[src/corePkg.sv]
`default_nettype none

package corePkg;

    // word and register index sizes, fixed by the ISA
    localparam int dataWidth    = 16;
    localparam int regAddrWidth = 3;

    // major opcodes, instr[15:11]
    localparam logic [4:0] opHalt  = 5'b00000;
    localparam logic [4:0] opNop   = 5'b00001;
    localparam logic [4:0] opAddi  = 5'b01000;
    localparam logic [4:0] opLd    = 5'b10001;
    localparam logic [4:0] opSt    = 5'b10000;
    localparam logic [4:0] opArith = 5'b11011;
    localparam logic [4:0] opBeqz  = 5'b01100;
    localparam logic [4:0] opBnez  = 5'b01101;

    // arith group select, instr[1:0]
    localparam logic [1:0] fnAdd  = 2'b00;
    localparam logic [1:0] fnSub  = 2'b01;
    localparam logic [1:0] fnXor  = 2'b10;
    localparam logic [1:0] fnAndn = 2'b11;

    // register-register format
    typedef struct packed {
        logic [4:0]              opcode;
        logic [regAddrWidth-1:0] rs;
        logic [regAddrWidth-1:0] rt;
        logic [regAddrWidth-1:0] rd;
        logic [1:0]              funct;
    } rFmt_s;

    // immediate format, branches use {rd, imm5} as an 8-bit displacement
    typedef struct packed {
        logic [4:0]              opcode;
        logic [regAddrWidth-1:0] rs;
        logic [regAddrWidth-1:0] rd;
        logic [4:0]              imm5;
    } iFmt_s;

    typedef union packed {
        rFmt_s rFmt;
        iFmt_s iFmt;
    } instrWord_u;

    localparam logic [dataWidth-1:0] nopWord = {opNop, 11'b0};

    // one pending or committed register write
    typedef struct packed {
        logic                    valid;
        logic [regAddrWidth-1:0] addr;
        logic [dataWidth-1:0]    data;
    } regWrite_s;

    typedef struct packed {
        logic                 valid;
        logic [4:0]           op;
        logic [1:0]           funct;
        logic [dataWidth-1:0] rsVal;
        logic [dataWidth-1:0] rtVal;
        logic [dataWidth-1:0] imm;
        // data field stays zero until writeback
        regWrite_s            dest;
        logic                 isLoad;
        logic                 isStore;
        logic                 isBranch;
        logic                 isHalt;
        logic [dataWidth-1:0] pc2;
    } decEx_s;

    typedef struct packed {
        logic                 valid;
        logic [dataWidth-1:0] result;
        logic [dataWidth-1:0] storeData;
        regWrite_s            dest;
        logic                 isLoad;
        logic                 isStore;
        logic                 isHalt;
    } exMem_s;

    typedef struct packed {
        regWrite_s wr;
        logic      isHalt;
    } memWb_s;

    // wishbone classic, master to slave
    typedef struct packed {
        logic                 cyc;
        logic                 stb;
        logic                 we;
        logic [dataWidth-1:0] adr;
        logic [dataWidth-1:0] dat;
    } wbReq_s;

    // slave to master
    typedef struct packed {
        logic                 ack;
        logic [dataWidth-1:0] dat;
    } wbRsp_s;

endpackage

`default_nettype wire

[src/cpuTop.sv]
`timescale 1ns/1ps
`default_nettype none

module cpuTop import corePkg::*; (
    input  logic                 clk,
    input  logic                 rstN,
    output logic [dataWidth-1:0] imemAddr,
    input  logic [dataWidth-1:0] imemData,
    output wbReq_s               wbReq,
    input  wbRsp_s               wbRsp,
    output regWrite_s            retire,
    output logic                 halted
);

    instrWord_u              nextInstr;
    instrWord_u              fdInstr;
    logic [dataWidth-1:0]    fdPc;
    logic [dataWidth-1:0]    rsData;
    logic [dataWidth-1:0]    rtData;
    logic [dataWidth-1:0]    branchTarget;
    logic [regAddrWidth-1:0] rsAddr;
    logic [regAddrWidth-1:0] rtAddr;
    regWrite_s               fdDest;
    decEx_s                  decEx;
    exMem_s                  exMem;
    memWb_s                  memWb;
    logic                    memBusy;
    logic                    pcHold;
    logic                    branchTaken;
    logic                    branchInF;
    logic                    branchInD;
    logic                    branchInX;

    // branch flag riding alongside the fd register
    always_ff @(posedge clk) begin
        if (!rstN) begin
            branchInD <= 1'b0;
        end else if (!memBusy) begin
            branchInD <= branchInF;
        end
    end

    assign branchInX = decEx.valid && decEx.isBranch;

    hazardDetect u_hazardDetect (
        .fetchInstr (imemData),
        .pendWrite  ({memWb.wr, exMem.dest, decEx.dest, fdDest}),
        .branchInD  (branchInD),
        .branchInX  (branchInX),
        .nextInstr  (nextInstr),
        .pcHold     (pcHold),
        .branchInF  (branchInF)
    );

    fetchStage u_fetchStage (
        .clk          (clk),
        .rstN         (rstN),
        .memBusy      (memBusy),
        .pcHold       (pcHold),
        .nextInstr    (nextInstr),
        .branchTaken  (branchTaken),
        .branchTarget (branchTarget),
        .imemAddr     (imemAddr),
        .fdInstr      (fdInstr),
        .fdPc         (fdPc)
    );

    regFile u_regFile (
        .clk    (clk),
        .rstN   (rstN),
        .rsAddr (rsAddr),
        .rtAddr (rtAddr),
        .rsData (rsData),
        .rtData (rtData),
        .wr     (memWb.wr)
    );

    decodeStage u_decodeStage (
        .clk     (clk),
        .rstN    (rstN),
        .memBusy (memBusy),
        .fdInstr (fdInstr),
        .fdPc    (fdPc),
        .rsData  (rsData),
        .rtData  (rtData),
        .rsAddr  (rsAddr),
        .rtAddr  (rtAddr),
        .fdDest  (fdDest),
        .decEx   (decEx)
    );

    executeStage u_executeStage (
        .clk          (clk),
        .rstN         (rstN),
        .memBusy      (memBusy),
        .decEx        (decEx),
        .exMem        (exMem),
        .branchTaken  (branchTaken),
        .branchTarget (branchTarget)
    );

    memStage u_memStage (
        .clk     (clk),
        .rstN    (rstN),
        .exMem   (exMem),
        .wbReq   (wbReq),
        .wbRsp   (wbRsp),
        .memBusy (memBusy),
        .memWb   (memWb)
    );

    // writeback stage is the retire point
    assign retire = memWb.wr;

    // sticky once a halt reaches writeback
    always_ff @(posedge clk) begin
        if (!rstN) begin
            halted <= 1'b0;
        end else if (memWb.isHalt) begin
            halted <= 1'b1;
        end
    end

endmodule

`default_nettype wire

[src/decodeStage.sv]
`timescale 1ns/1ps
`default_nettype none

module decodeStage import corePkg::*; (
    input  logic                    clk,
    input  logic                    rstN,
    input  logic                    memBusy,
    input  instrWord_u              fdInstr,
    input  logic [dataWidth-1:0]    fdPc,
    input  logic [dataWidth-1:0]    rsData,
    input  logic [dataWidth-1:0]    rtData,
    output logic [regAddrWidth-1:0] rsAddr,
    output logic [regAddrWidth-1:0] rtAddr,
    output regWrite_s               fdDest,
    output decEx_s                  decEx
);

    logic [4:0] op;
    decEx_s     decNext;

    assign op     = fdInstr.rFmt.opcode;
    assign rsAddr = fdInstr.rFmt.rs;
    // bits 7:5 are rt for arith and the data reg for st
    assign rtAddr = fdInstr.rFmt.rt;

    always_comb begin
        decNext          = '0;
        decNext.valid    = (op != opNop);
        decNext.op       = op;
        decNext.funct    = fdInstr.rFmt.funct;
        decNext.rsVal    = rsData;
        decNext.rtVal    = rtData;
        decNext.pc2      = fdPc;
        decNext.isLoad   = (op == opLd);
        decNext.isStore  = (op == opSt);
        decNext.isBranch = (op == opBeqz) || (op == opBnez);
        decNext.isHalt   = (op == opHalt);
        // branch displacement is 8 bits, everything else imm5
        if (decNext.isBranch) begin
            decNext.imm = {{(dataWidth-8){fdInstr.iFmt.rd[2]}},
                           fdInstr.iFmt.rd, fdInstr.iFmt.imm5};
        end else begin
            decNext.imm = {{(dataWidth-5){fdInstr.iFmt.imm5[4]}}, fdInstr.iFmt.imm5};
        end
        case (op)
            opAddi, opLd: begin
                decNext.dest.valid = 1'b1;
                decNext.dest.addr  = fdInstr.iFmt.rd;
            end
            opArith: begin
                decNext.dest.valid = 1'b1;
                decNext.dest.addr  = fdInstr.rFmt.rd;
            end
            default: decNext.dest = '0;
        endcase
    end

    // destination of the word now in decode, seen by hazard unit
    assign fdDest = decNext.dest;

    always_ff @(posedge clk) begin
        if (!rstN) begin
            decEx.valid      <= 1'b0;
            decEx.dest.valid <= 1'b0;
            decEx.isLoad     <= 1'b0;
            decEx.isStore    <= 1'b0;
            decEx.isBranch   <= 1'b0;
            decEx.isHalt     <= 1'b0;
        end else if (!memBusy) begin
            decEx <= decNext;
        end
    end

endmodule

`default_nettype wire

[src/executeStage.sv]
`timescale 1ns/1ps
`default_nettype none

module executeStage import corePkg::*; (
    input  logic                 clk,
    input  logic                 rstN,
    input  logic                 memBusy,
    input  decEx_s               decEx,
    output exMem_s               exMem,
    output logic                 branchTaken,
    output logic [dataWidth-1:0] branchTarget
);

    logic [dataWidth-1:0] aluOut;
    logic                 condMet;
    exMem_s               exNext;

    always_comb begin
        // addi, ld and st address all use rs + imm
        aluOut = decEx.rsVal + decEx.imm;
        if (decEx.op == opArith) begin
            case (decEx.funct)
                fnAdd: aluOut = decEx.rsVal + decEx.rtVal;
                // sub is rt - rs in this ISA
                fnSub: aluOut = decEx.rtVal - decEx.rsVal;
                fnXor: aluOut = decEx.rsVal ^ decEx.rtVal;
                fnAndn: aluOut = decEx.rsVal & ~decEx.rtVal;
            endcase
        end
    end

    // beqz / bnez test rs against zero
    assign condMet = (decEx.op == opBeqz) ? (decEx.rsVal == '0) : (decEx.rsVal != '0);

    assign branchTaken  = decEx.valid && decEx.isBranch && condMet;
    assign branchTarget = decEx.pc2 + decEx.imm;

    always_comb begin
        exNext           = '0;
        exNext.valid     = decEx.valid;
        exNext.result    = aluOut;
        exNext.storeData = decEx.rtVal;
        exNext.dest      = decEx.dest;
        exNext.isLoad    = decEx.isLoad;
        exNext.isStore   = decEx.isStore;
        exNext.isHalt    = decEx.isHalt;
    end

    always_ff @(posedge clk) begin
        if (!rstN) begin
            exMem.valid      <= 1'b0;
            exMem.dest.valid <= 1'b0;
            exMem.isLoad     <= 1'b0;
            exMem.isStore    <= 1'b0;
            exMem.isHalt     <= 1'b0;
        end else if (!memBusy) begin
            exMem <= exNext;
        end
    end

endmodule

`default_nettype wire

[src/fetchStage.sv]
`timescale 1ns/1ps
`default_nettype none

module fetchStage import corePkg::*; (
    input  logic                 clk,
    input  logic                 rstN,
    input  logic                 memBusy,
    input  logic                 pcHold,
    input  instrWord_u           nextInstr,
    input  logic                 branchTaken,
    input  logic [dataWidth-1:0] branchTarget,
    output logic [dataWidth-1:0] imemAddr,
    output instrWord_u           fdInstr,
    output logic [dataWidth-1:0] fdPc
);

    logic [dataWidth-1:0] pc;
    logic [dataWidth-1:0] pcPlus2;

    assign pcPlus2  = pc + dataWidth'(2);
    assign imemAddr = pc;

    always_ff @(posedge clk) begin
        if (!rstN) begin
            pc      <= '0;
            fdInstr <= instrWord_u'(nopWord);
        end else if (!memBusy) begin
            // redirect beats the hold
            if (branchTaken) begin
                pc <= branchTarget;
            end else if (!pcHold) begin
                pc <= pcPlus2;
            end
            fdInstr <= nextInstr;
            // pc+2 travels with the word for branch targets
            fdPc    <= pcPlus2;
        end
    end

endmodule

`default_nettype wire

[src/hazardDetect.sv]
`timescale 1ns/1ps
`default_nettype none

module hazardDetect import corePkg::*; (
    input  instrWord_u      fetchInstr,
    // 0 fd, 1 decEx, 2 exMem, 3 memWb
    input  regWrite_s [3:0] pendWrite,
    input  logic            branchInD,
    input  logic            branchInX,
    output instrWord_u      nextInstr,
    output logic            pcHold,
    output logic            branchInF
);

    logic readRs;
    logic readRt;
    logic isBranch;
    logic isHalt;
    logic rsHazard;
    logic rtHazard;
    logic dataHazard;
    logic stall;

    // any in-flight write to this register
    function automatic logic isPending(input logic [regAddrWidth-1:0] r,
                                       input regWrite_s [3:0] pw);
        logic hit;
        hit = 1'b0;
        for (int i = 0; i < 4; i++) begin
            if (pw[i].valid && (pw[i].addr == r)) begin
                hit = 1'b1;
            end
        end
        return hit;
    endfunction

    // which source fields the fetched opcode reads
    always_comb begin
        readRs   = 1'b0;
        readRt   = 1'b0;
        isBranch = 1'b0;
        isHalt   = 1'b0;
        case (fetchInstr.rFmt.opcode)
            opHalt: isHalt = 1'b1;
            // reads nothing
            opNop: isHalt = 1'b0;
            // st reads its data reg from bits 7:5, same slot as rt
            opSt, opArith: begin
                readRs = 1'b1;
                readRt = 1'b1;
            end
            opBeqz, opBnez: begin
                readRs   = 1'b1;
                isBranch = 1'b1;
            end
            // addi, ld and anything unknown read rs only
            default: readRs = 1'b1;
        endcase
    end

    assign rsHazard   = readRs && isPending(fetchInstr.rFmt.rs, pendWrite);
    assign rtHazard   = readRt && isPending(fetchInstr.rFmt.rt, pendWrite);
    assign dataHazard = rsHazard || rtHazard;
    assign stall      = dataHazard || branchInD || branchInX;

    assign nextInstr = stall ? instrWord_u'(nopWord) : fetchInstr;
    // high only when a branch actually enters decode
    assign branchInF = isBranch && !stall;

    // with the branch in execute the held pc is released,
    // fetch then takes pc+2 or the redirect
    assign pcHold = dataHazard || branchInD || ((isBranch || isHalt) && !branchInX);

endmodule

`default_nettype wire

[src/memStage.sv]
`timescale 1ns/1ps
`default_nettype none

module memStage import corePkg::*; (
    input  logic   clk,
    input  logic   rstN,
    input  exMem_s exMem,
    output wbReq_s wbReq,
    input  wbRsp_s wbRsp,
    output logic   memBusy,
    output memWb_s memWb
);

    logic memOp;
    logic access;
    // set the cycle after an ack, forces cyc/stb low for one cycle
    logic ackSeen;

    assign memOp  = exMem.valid && (exMem.isLoad || exMem.isStore);
    assign access = memOp && !ackSeen;

    // request fields held steady by the frozen exMem register
    always_comb begin
        wbReq.cyc = access;
        wbReq.stb = access;
        wbReq.we  = access && exMem.isStore;
        wbReq.adr = exMem.result;
        wbReq.dat = exMem.storeData;
    end

    // freeze until ack, also during the idle cycle between transfers
    assign memBusy = memOp && !(access && wbRsp.ack);

    always_ff @(posedge clk) begin
        if (!rstN) begin
            ackSeen <= 1'b0;
        end else begin
            ackSeen <= access && wbRsp.ack;
        end
    end

    always_ff @(posedge clk) begin
        if (!rstN) begin
            memWb.wr.valid <= 1'b0;
            memWb.isHalt   <= 1'b0;
        end else if (memBusy) begin
            // bubble while the transfer waits
            memWb.wr.valid <= 1'b0;
            memWb.isHalt   <= 1'b0;
        end else begin
            memWb.wr.valid <= exMem.valid && exMem.dest.valid;
            memWb.wr.addr  <= exMem.dest.addr;
            // load data sampled in the ack cycle
            memWb.wr.data  <= exMem.isLoad ? wbRsp.dat : exMem.result;
            memWb.isHalt   <= exMem.valid && exMem.isHalt;
        end
    end

endmodule

`default_nettype wire

[src/regFile.sv]
`timescale 1ns/1ps
`default_nettype none

module regFile import corePkg::*; (
    input  logic                    clk,
    input  logic                    rstN,
    input  logic [regAddrWidth-1:0] rsAddr,
    input  logic [regAddrWidth-1:0] rtAddr,
    output logic [dataWidth-1:0]    rsData,
    output logic [dataWidth-1:0]    rtData,
    input  regWrite_s               wr
);

    logic [dataWidth-1:0] regs [2**regAddrWidth];

    always_ff @(posedge clk) begin
        if (!rstN) begin
            for (int i = 0; i < 2**regAddrWidth; i++) begin
                regs[i] <= '0;
            end
        end else if (wr.valid) begin
            regs[wr.addr] <= wr.data;
        end
    end

    // async read, no write-through since hazard unit waits past writeback
    assign rsData = regs[rsAddr];
    assign rtData = regs[rtAddr];

endmodule

`default_nettype wire

[config.mk]
export PLATFORM = sky130hd
export DESIGN_NAME = cpuTop
export DESIGN_NICKNAME = d
export VERILOG_FILES = /design/src/corePkg.sv /design/src/cpuTop.sv /design/src/decodeStage.sv /design/src/executeStage.sv /design/src/fetchStage.sv /design/src/hazardDetect.sv /design/src/memStage.sv /design/src/regFile.sv
export SDC_FILE = /design/constraint.sdc
export NUM_CORES = 1
export LEC_CHECK = 0
export ABC_AREA = 0
export BUFFER_PORTS_ARGS = -buffer_cell sky130_fd_sc_hd__buf_2
export CAP_MARGIN = 20
export CORE_ASPECT_RATIO = 0.5
export CORE_MARGIN = 2
export CORE_UTILIZATION = 66
export DETAILED_ROUTE_END_ITERATION = 10
export PLACE_DENSITY = 0.87
export SLEW_MARGIN = 20
export SYNTH_ARGS = -nofsm -noshare
export SYNTH_HDL_FRONTEND = slang
export SYNTH_SLANG_ARGS = --single-unit
export TNS_END_PERCENT = 100
[constraint.sdc]
create_clock -name clk -period 16.1 [get_ports clk]
set_input_delay 4.025 -clock clk [delete_from_list [all_inputs] [get_ports clk]]
set_output_delay 4.025 -clock clk [all_outputs]
set_load 0.03 [all_outputs]
After elaboration in Yosys (flattened, before gate mapping)
Memory sizes are Yosys's and may differ from the RTL's. A register that Yosys moved wholly into a read port is not among the register bits.
Cells that the tools add are included.
- add/sub/neg operators: 5
- eq/ne operators: 26
- muxes and demuxes: 28
- bitwise operators: 5
- reduce and logical (&&, ||, !) cells: 45
- operator list (operator ; count):
    $mux 16 ; 7
    $pmux 16 s4 ; 1
    $add 16x16->16 ; 3
    $eq 5x4->1 const B ; 6
    $eq 5x5->1 const B ; 6
    $eq 3x3->1 ; 8
    $logic_and 1x1->1 ; 21
    $mux 1 ; 18
    $add 16x2->16 const B ; 1
    $and 16x16->16 ; 1
    $logic_not 16->1 ; 1
    $not 16->16 ; 1
    $reduce_bool 16->1 ; 1
    $reduce_or 16->1 ; 1
    $sub 16x16->16 ; 1
    $xor 16x16->16 ; 1
    $logic_not 5->1 ; 2
    $reduce_or 2->1 ; 5
    $pmux 4 s2 ; 1
    $logic_or 1x1->1 ; 7
    $eq 5x1->1 const B ; 1
    $ne 5x1->1 const B ; 1
    $eq 2x2->1 const B ; 2
    $logic_not 1->1 ; 4
    6 further kinds ; 8
- flip-flop bits (word level): 160
- RAM bits: 128
- input bits: 35
- output and inout port bits: 72
- memories: 1
- memory list (memory ; depth ; bits a word ; read ports ; clocked after memory_dff ; wr ports ; line ; text):
    u_regFile.regs ; 8 ; 16 ; 2 ; 2 ; 8 ; regFile.sv:14 ; logic [dataWidth-1:0] regs [2**regAddrWidth];

Longest topological paths before layout
- depth after elaboration: 15
- gate-level depth with buffers: 15
- gate-level depth less buffers: 15

Modules after synthesis
From an unflattened synthesis, not the netlist that was laid out.
- cell total of the unflattened synthesis: 1519
- area total of the unflattened synthesis: 18571.6 µm²
- by module, submodules not included (module ; times used ; cells an instance ; area an instance (µm²) ; seq. area each (µm²)):
    regFile ; 1 ; 430 ; 6876.6 ; 3843.7
    executeStage ; 1 ; 521 ; 4870.9 ; 1631.6
    decodeStage ; 1 ; 166 ; 2690.1 ; 2042.0
    fetchStage ; 1 ; 224 ; 2262.2 ; 1121.1
    memStage ; 1 ; 85 ; 1207.4 ; 630.6
    hazardDetect ; 1 ; 87 ; 594.3 ; 0.0
    cpuTop ; 1 ; 6 ; 70.1 ; 40.0

Least setup slack after synthesis
Ideal clock, no wire load.
- path kind: input to register
- from: input wbRsp[16] in the netlist's numbering
- to: register, netlist name u_memStage.memWb[0]
- setup time: 90 ps
- arrival: 10500 ps
- data required time: 16010 ps
- path slack: 5510 ps
- stages on the path: 4
- buffers on the path: 1
- cell sequence: a21oi_1 -> clkbuf_1 -> nor2_1 -> and3_1
- cells in the longest elaborated chain, start to end: 4
- ends and longest elaborated chain (item ; line ; text):
    start, declared ; cpuTop.sv:10 ; input wbRsp_s wbRsp,
    $logic_and 1x1->1 ; memStage.sv:32 ; assign memBusy = memOp && !(access && wbRsp.ack);
    $logic_not 1->1 ; memStage.sv:32 ;
    $logic_and 1x1->1 ; memStage.sv:32 ;
    $reduce_or 2->1 (no line) ; - ;
Every way passes these cells.
A chain may end at the register's enable or synchronous reset.

==> impl_metrics.csv <==
group,metric,value,unit
routing,drtPass1Iterations,5,
global_route,track_usage,0.317,
clock_network,clock-sinks,310,
place,port_buffers,106,
global_route,grt_pass1_wl,65800,um
clock_network,cts_root_buf,"clkbuf_16",
floorplanning,ios,107,
critical_path,crit_chain,"o21ai_0, nor2_1, buf_2",
layout,layout-drive-gt1-share,0.198,
routing,drc_errors,0,
timing,fmax,0.155,GHz
timing,worst_pin_slew,1130,ps
routing,avgRoutedWirePerCell,23.4,um
clock_network,clockBufferDepth,3,
critical_path,critPathArrivalTime,2440,ps
power,vdd_drop_max,0.0938,mV
clock_network,cts_made_buffers,28,
timing,slew_violations,0,
layout,diodes,0,
routing,vias,11981,
floorplanning,die-height,118,um
global_route,antenna_found_initial,0,
critical_path,cpMaxStageDelayCell,"dfxtp_1",
yosys,yosysWarnings,0,
yosys,syn_area,17000,um^2
critical_path,path_class,"reg2out",
clock_network,post-cts-setup-buffer-count,0,
yosys,syn-num-nets,1521,
power,total_power,2000,uW
yosys,synth_seq_cells,310,
floorplanning,core_area,25300,um^2
clock_network,clkTransAtPathRegs,70,ps
timing,setup_violations,0,
place,dp_hpwl,28700,um
yosys,syn_avg_cell_area,12.0,um^2
global_route,grt_pass1_vias,11768,
yosys,synth-main-ff-cell,"edfxtp_1",
routing,via_per_inst,6.56,
floorplanning,rows,41,
place,gp_congestion,0.953,
timing,layout_min_cycle_time,6460,ps
critical_path,max_stage_delay,1060,ps
clock_network,hold_buffers,0,
critical_path,critPathMaxFanout,18,
global_route,grt_max_degree,77,
global_route,grt_overflow_total,0,
timing,hold_viol,0,
yosys,synth_edf_count,262,
clock_network,cts_resized,0,
routing,routed_wl,42800,um
critical_path,start_kind,"flip-flop",
timing,fin_ws,9640,ps
flow_run,maxCapViolCount,0,
floorplanning,die_w,231,um
place,post_dp_cell_area,17500,um^2
layout,fillers,1588,
clock_network,htree_num_levels,1,
clock_network,insertion_delay,570,ps
critical_path,worst_ep_required_time,12070,ps
routing,first_iter_violations,1592,
timing,fin_skew,20.2,ps
power,powerDensity,109,nW/um^2
floorplanning,die-area,27200,um^2
layout,syn_to_final_growth,8.04,%
yosys,ys_async_sr_fraction,0,
yosys,synth_cells,1420,
yosys,synth.distinct_cells,71,
run_status,status,"complete, no violations",
timing,finalCritPeriodShare,0.401,
clock_network,cts_tree,"built",
place,post-place-ws,9340,ps
routing,route.antenna.remaining_nets,0,
layout,fin_area,18400,um^2
critical_path,endpoint_kind,"output port",
floorplanning,start_util,0.673,
layout,layout.nets,1563,
power,p_leak,0.00716,uW
min_path,hp-class,"reg2reg",
timing,tns,0,ps
timing,rsz0062_at_grt,"false",
yosys,yosysSeqAreaShare,0.519,
timing,relSlewSlack,0.249,
placed cells by master (no fill, tap or decap), types with 14 or more instances in the layout:
| master | instances |
|---|---|
| mux2_2 | 39 |
| nand2_1 | 155 |
| a21oi_1 | 59 |
| edfxtp_1 | 262 |
| and2_1 | 131 |
| mux4_2 | 64 |
| xor2_1 | 34 |
| clkbuf_16 | 28 |
| xnor2_1 | 54 |
| inv_1 | 49 |
| nand4_1 | 14 |
| ha_1 | 63 |
| o21ai_0 | 50 |
| buf_4 | 25 |
| nor2_1 | 59 |
| dfxtp_1 | 45 |
| nor3_1 | 19 |
| buf_2 | 106 |
cells in the mapped netlist, types with 48 or more instances:
cell type  count  area (um^2)
and2_1       131          820
xnor2_1       54          473
nand2_1      155          582
dfxtp_1       48          961
inv_1         49          184
a21oi_1       60          300
buf_4         55          413
o21ai_0       56          280
clkbuf_1      49          184
edfxtp_1     262         7870
ha_1          63          788
nor2_1        63          236
mux4_2        64         1440
worst max-delay path: cells and delay by family, from the launching register on:
| kind | cells | cell delay (ps) |
|---|---|---|
| buffers and inverters | 1 | 230 |
| AO/OA/AOI/OAI | 1 | 370 |
| AND/OR/NAND/NOR | 1 | 230 |
| flip-flops | 1 | 1060 |
power breakdown:
| part | internal (uW) | total (uW) | switching, uW | leakage [uW] |
|---|---|---|---|---|
| registers | 932 | 992 | 59.7 | 0.00306 |
| clock network | 352 | 645 | 293 | 0.000410 |
| logic | 148 | 366 | 217 | 0.00369 |
| total | 1430 | 2000 | 570 | 0.00716 |
kinds of logic after synthesis:
logic type	count (synthesis)	synth area share
xor gates and xnor gates	88	0.0453
buffers and inverters	169	0.0503
AOI/OAI and AO/OA	226	0.0876
DFF	310	0.519
muxes	115	0.118
and+or+nand+nor	446	0.131
adders and majority gates	66	0.0498
per-layer routing:
metal / vias to the layer above / share of wire / GRT usage
met3: 123 / 0.10 / 0.0627
met5: - / 0 / 0
met2: 708 / 0.47 / 0.509
met4: 0 / 0.033 / 0.108
met1: 5917 / 0.39 / 0.435
li1: 5233 / - / -
final timing paths:
path	startpoint	end	slack (ps)	cells past startpoint
setup / recovery	u_executeStage.exMem[2]	wbReq[33]	9640	3
hold reg to reg	u_fetchStage.fdPc[12]	u_decodeStage.decEx[12]	420	0
setup reg to reg	u_decodeStage.decEx[40]	u_executeStage.exMem[53]	12020	12
hold / removal	u_fetchStage.fdPc[12]	u_decodeStage.decEx[12]	420	0
flip-flops by register name, summed over array words and instances (netlist names):
name and cells:
u_executeStage.exMem 40, u_fetchStage.fdPc 16, u_decodeStage.decEx 70, u_memStage.ackSeen 1, u_fetchStage.fdInstr 16, u_fetchStage.imemAddr 16
u_regFile.regs 128, u_memStage.memWb 21, branchInD 1, halted 1
metrics by stage:
stage / utilization / instances / hold WS [ps]
after global placement: 0.693 / 1776 / 402
after CTS: 0.727 / 1827 / 423
after detailed placement: 0.693 / 1776 / 407
after global routing: 0.727 / 1827 / 426
after floorplan: - / 1420 / 400
final: 0.727 / 1827 / 416
area by class of cell:
type	count	area, um^2	share of cell area
clock buffer	34	723	0.0393
tap	344	430	0.0234
multi-input combinational	941	7360	0.400
timing repair buffer	131	718	0.0390
clock inverter	17	144	0.00782
inverter	50	188	0.0102
sequential	310	8830	0.480
Note: power is estimated with default switching activity, not from simulation.
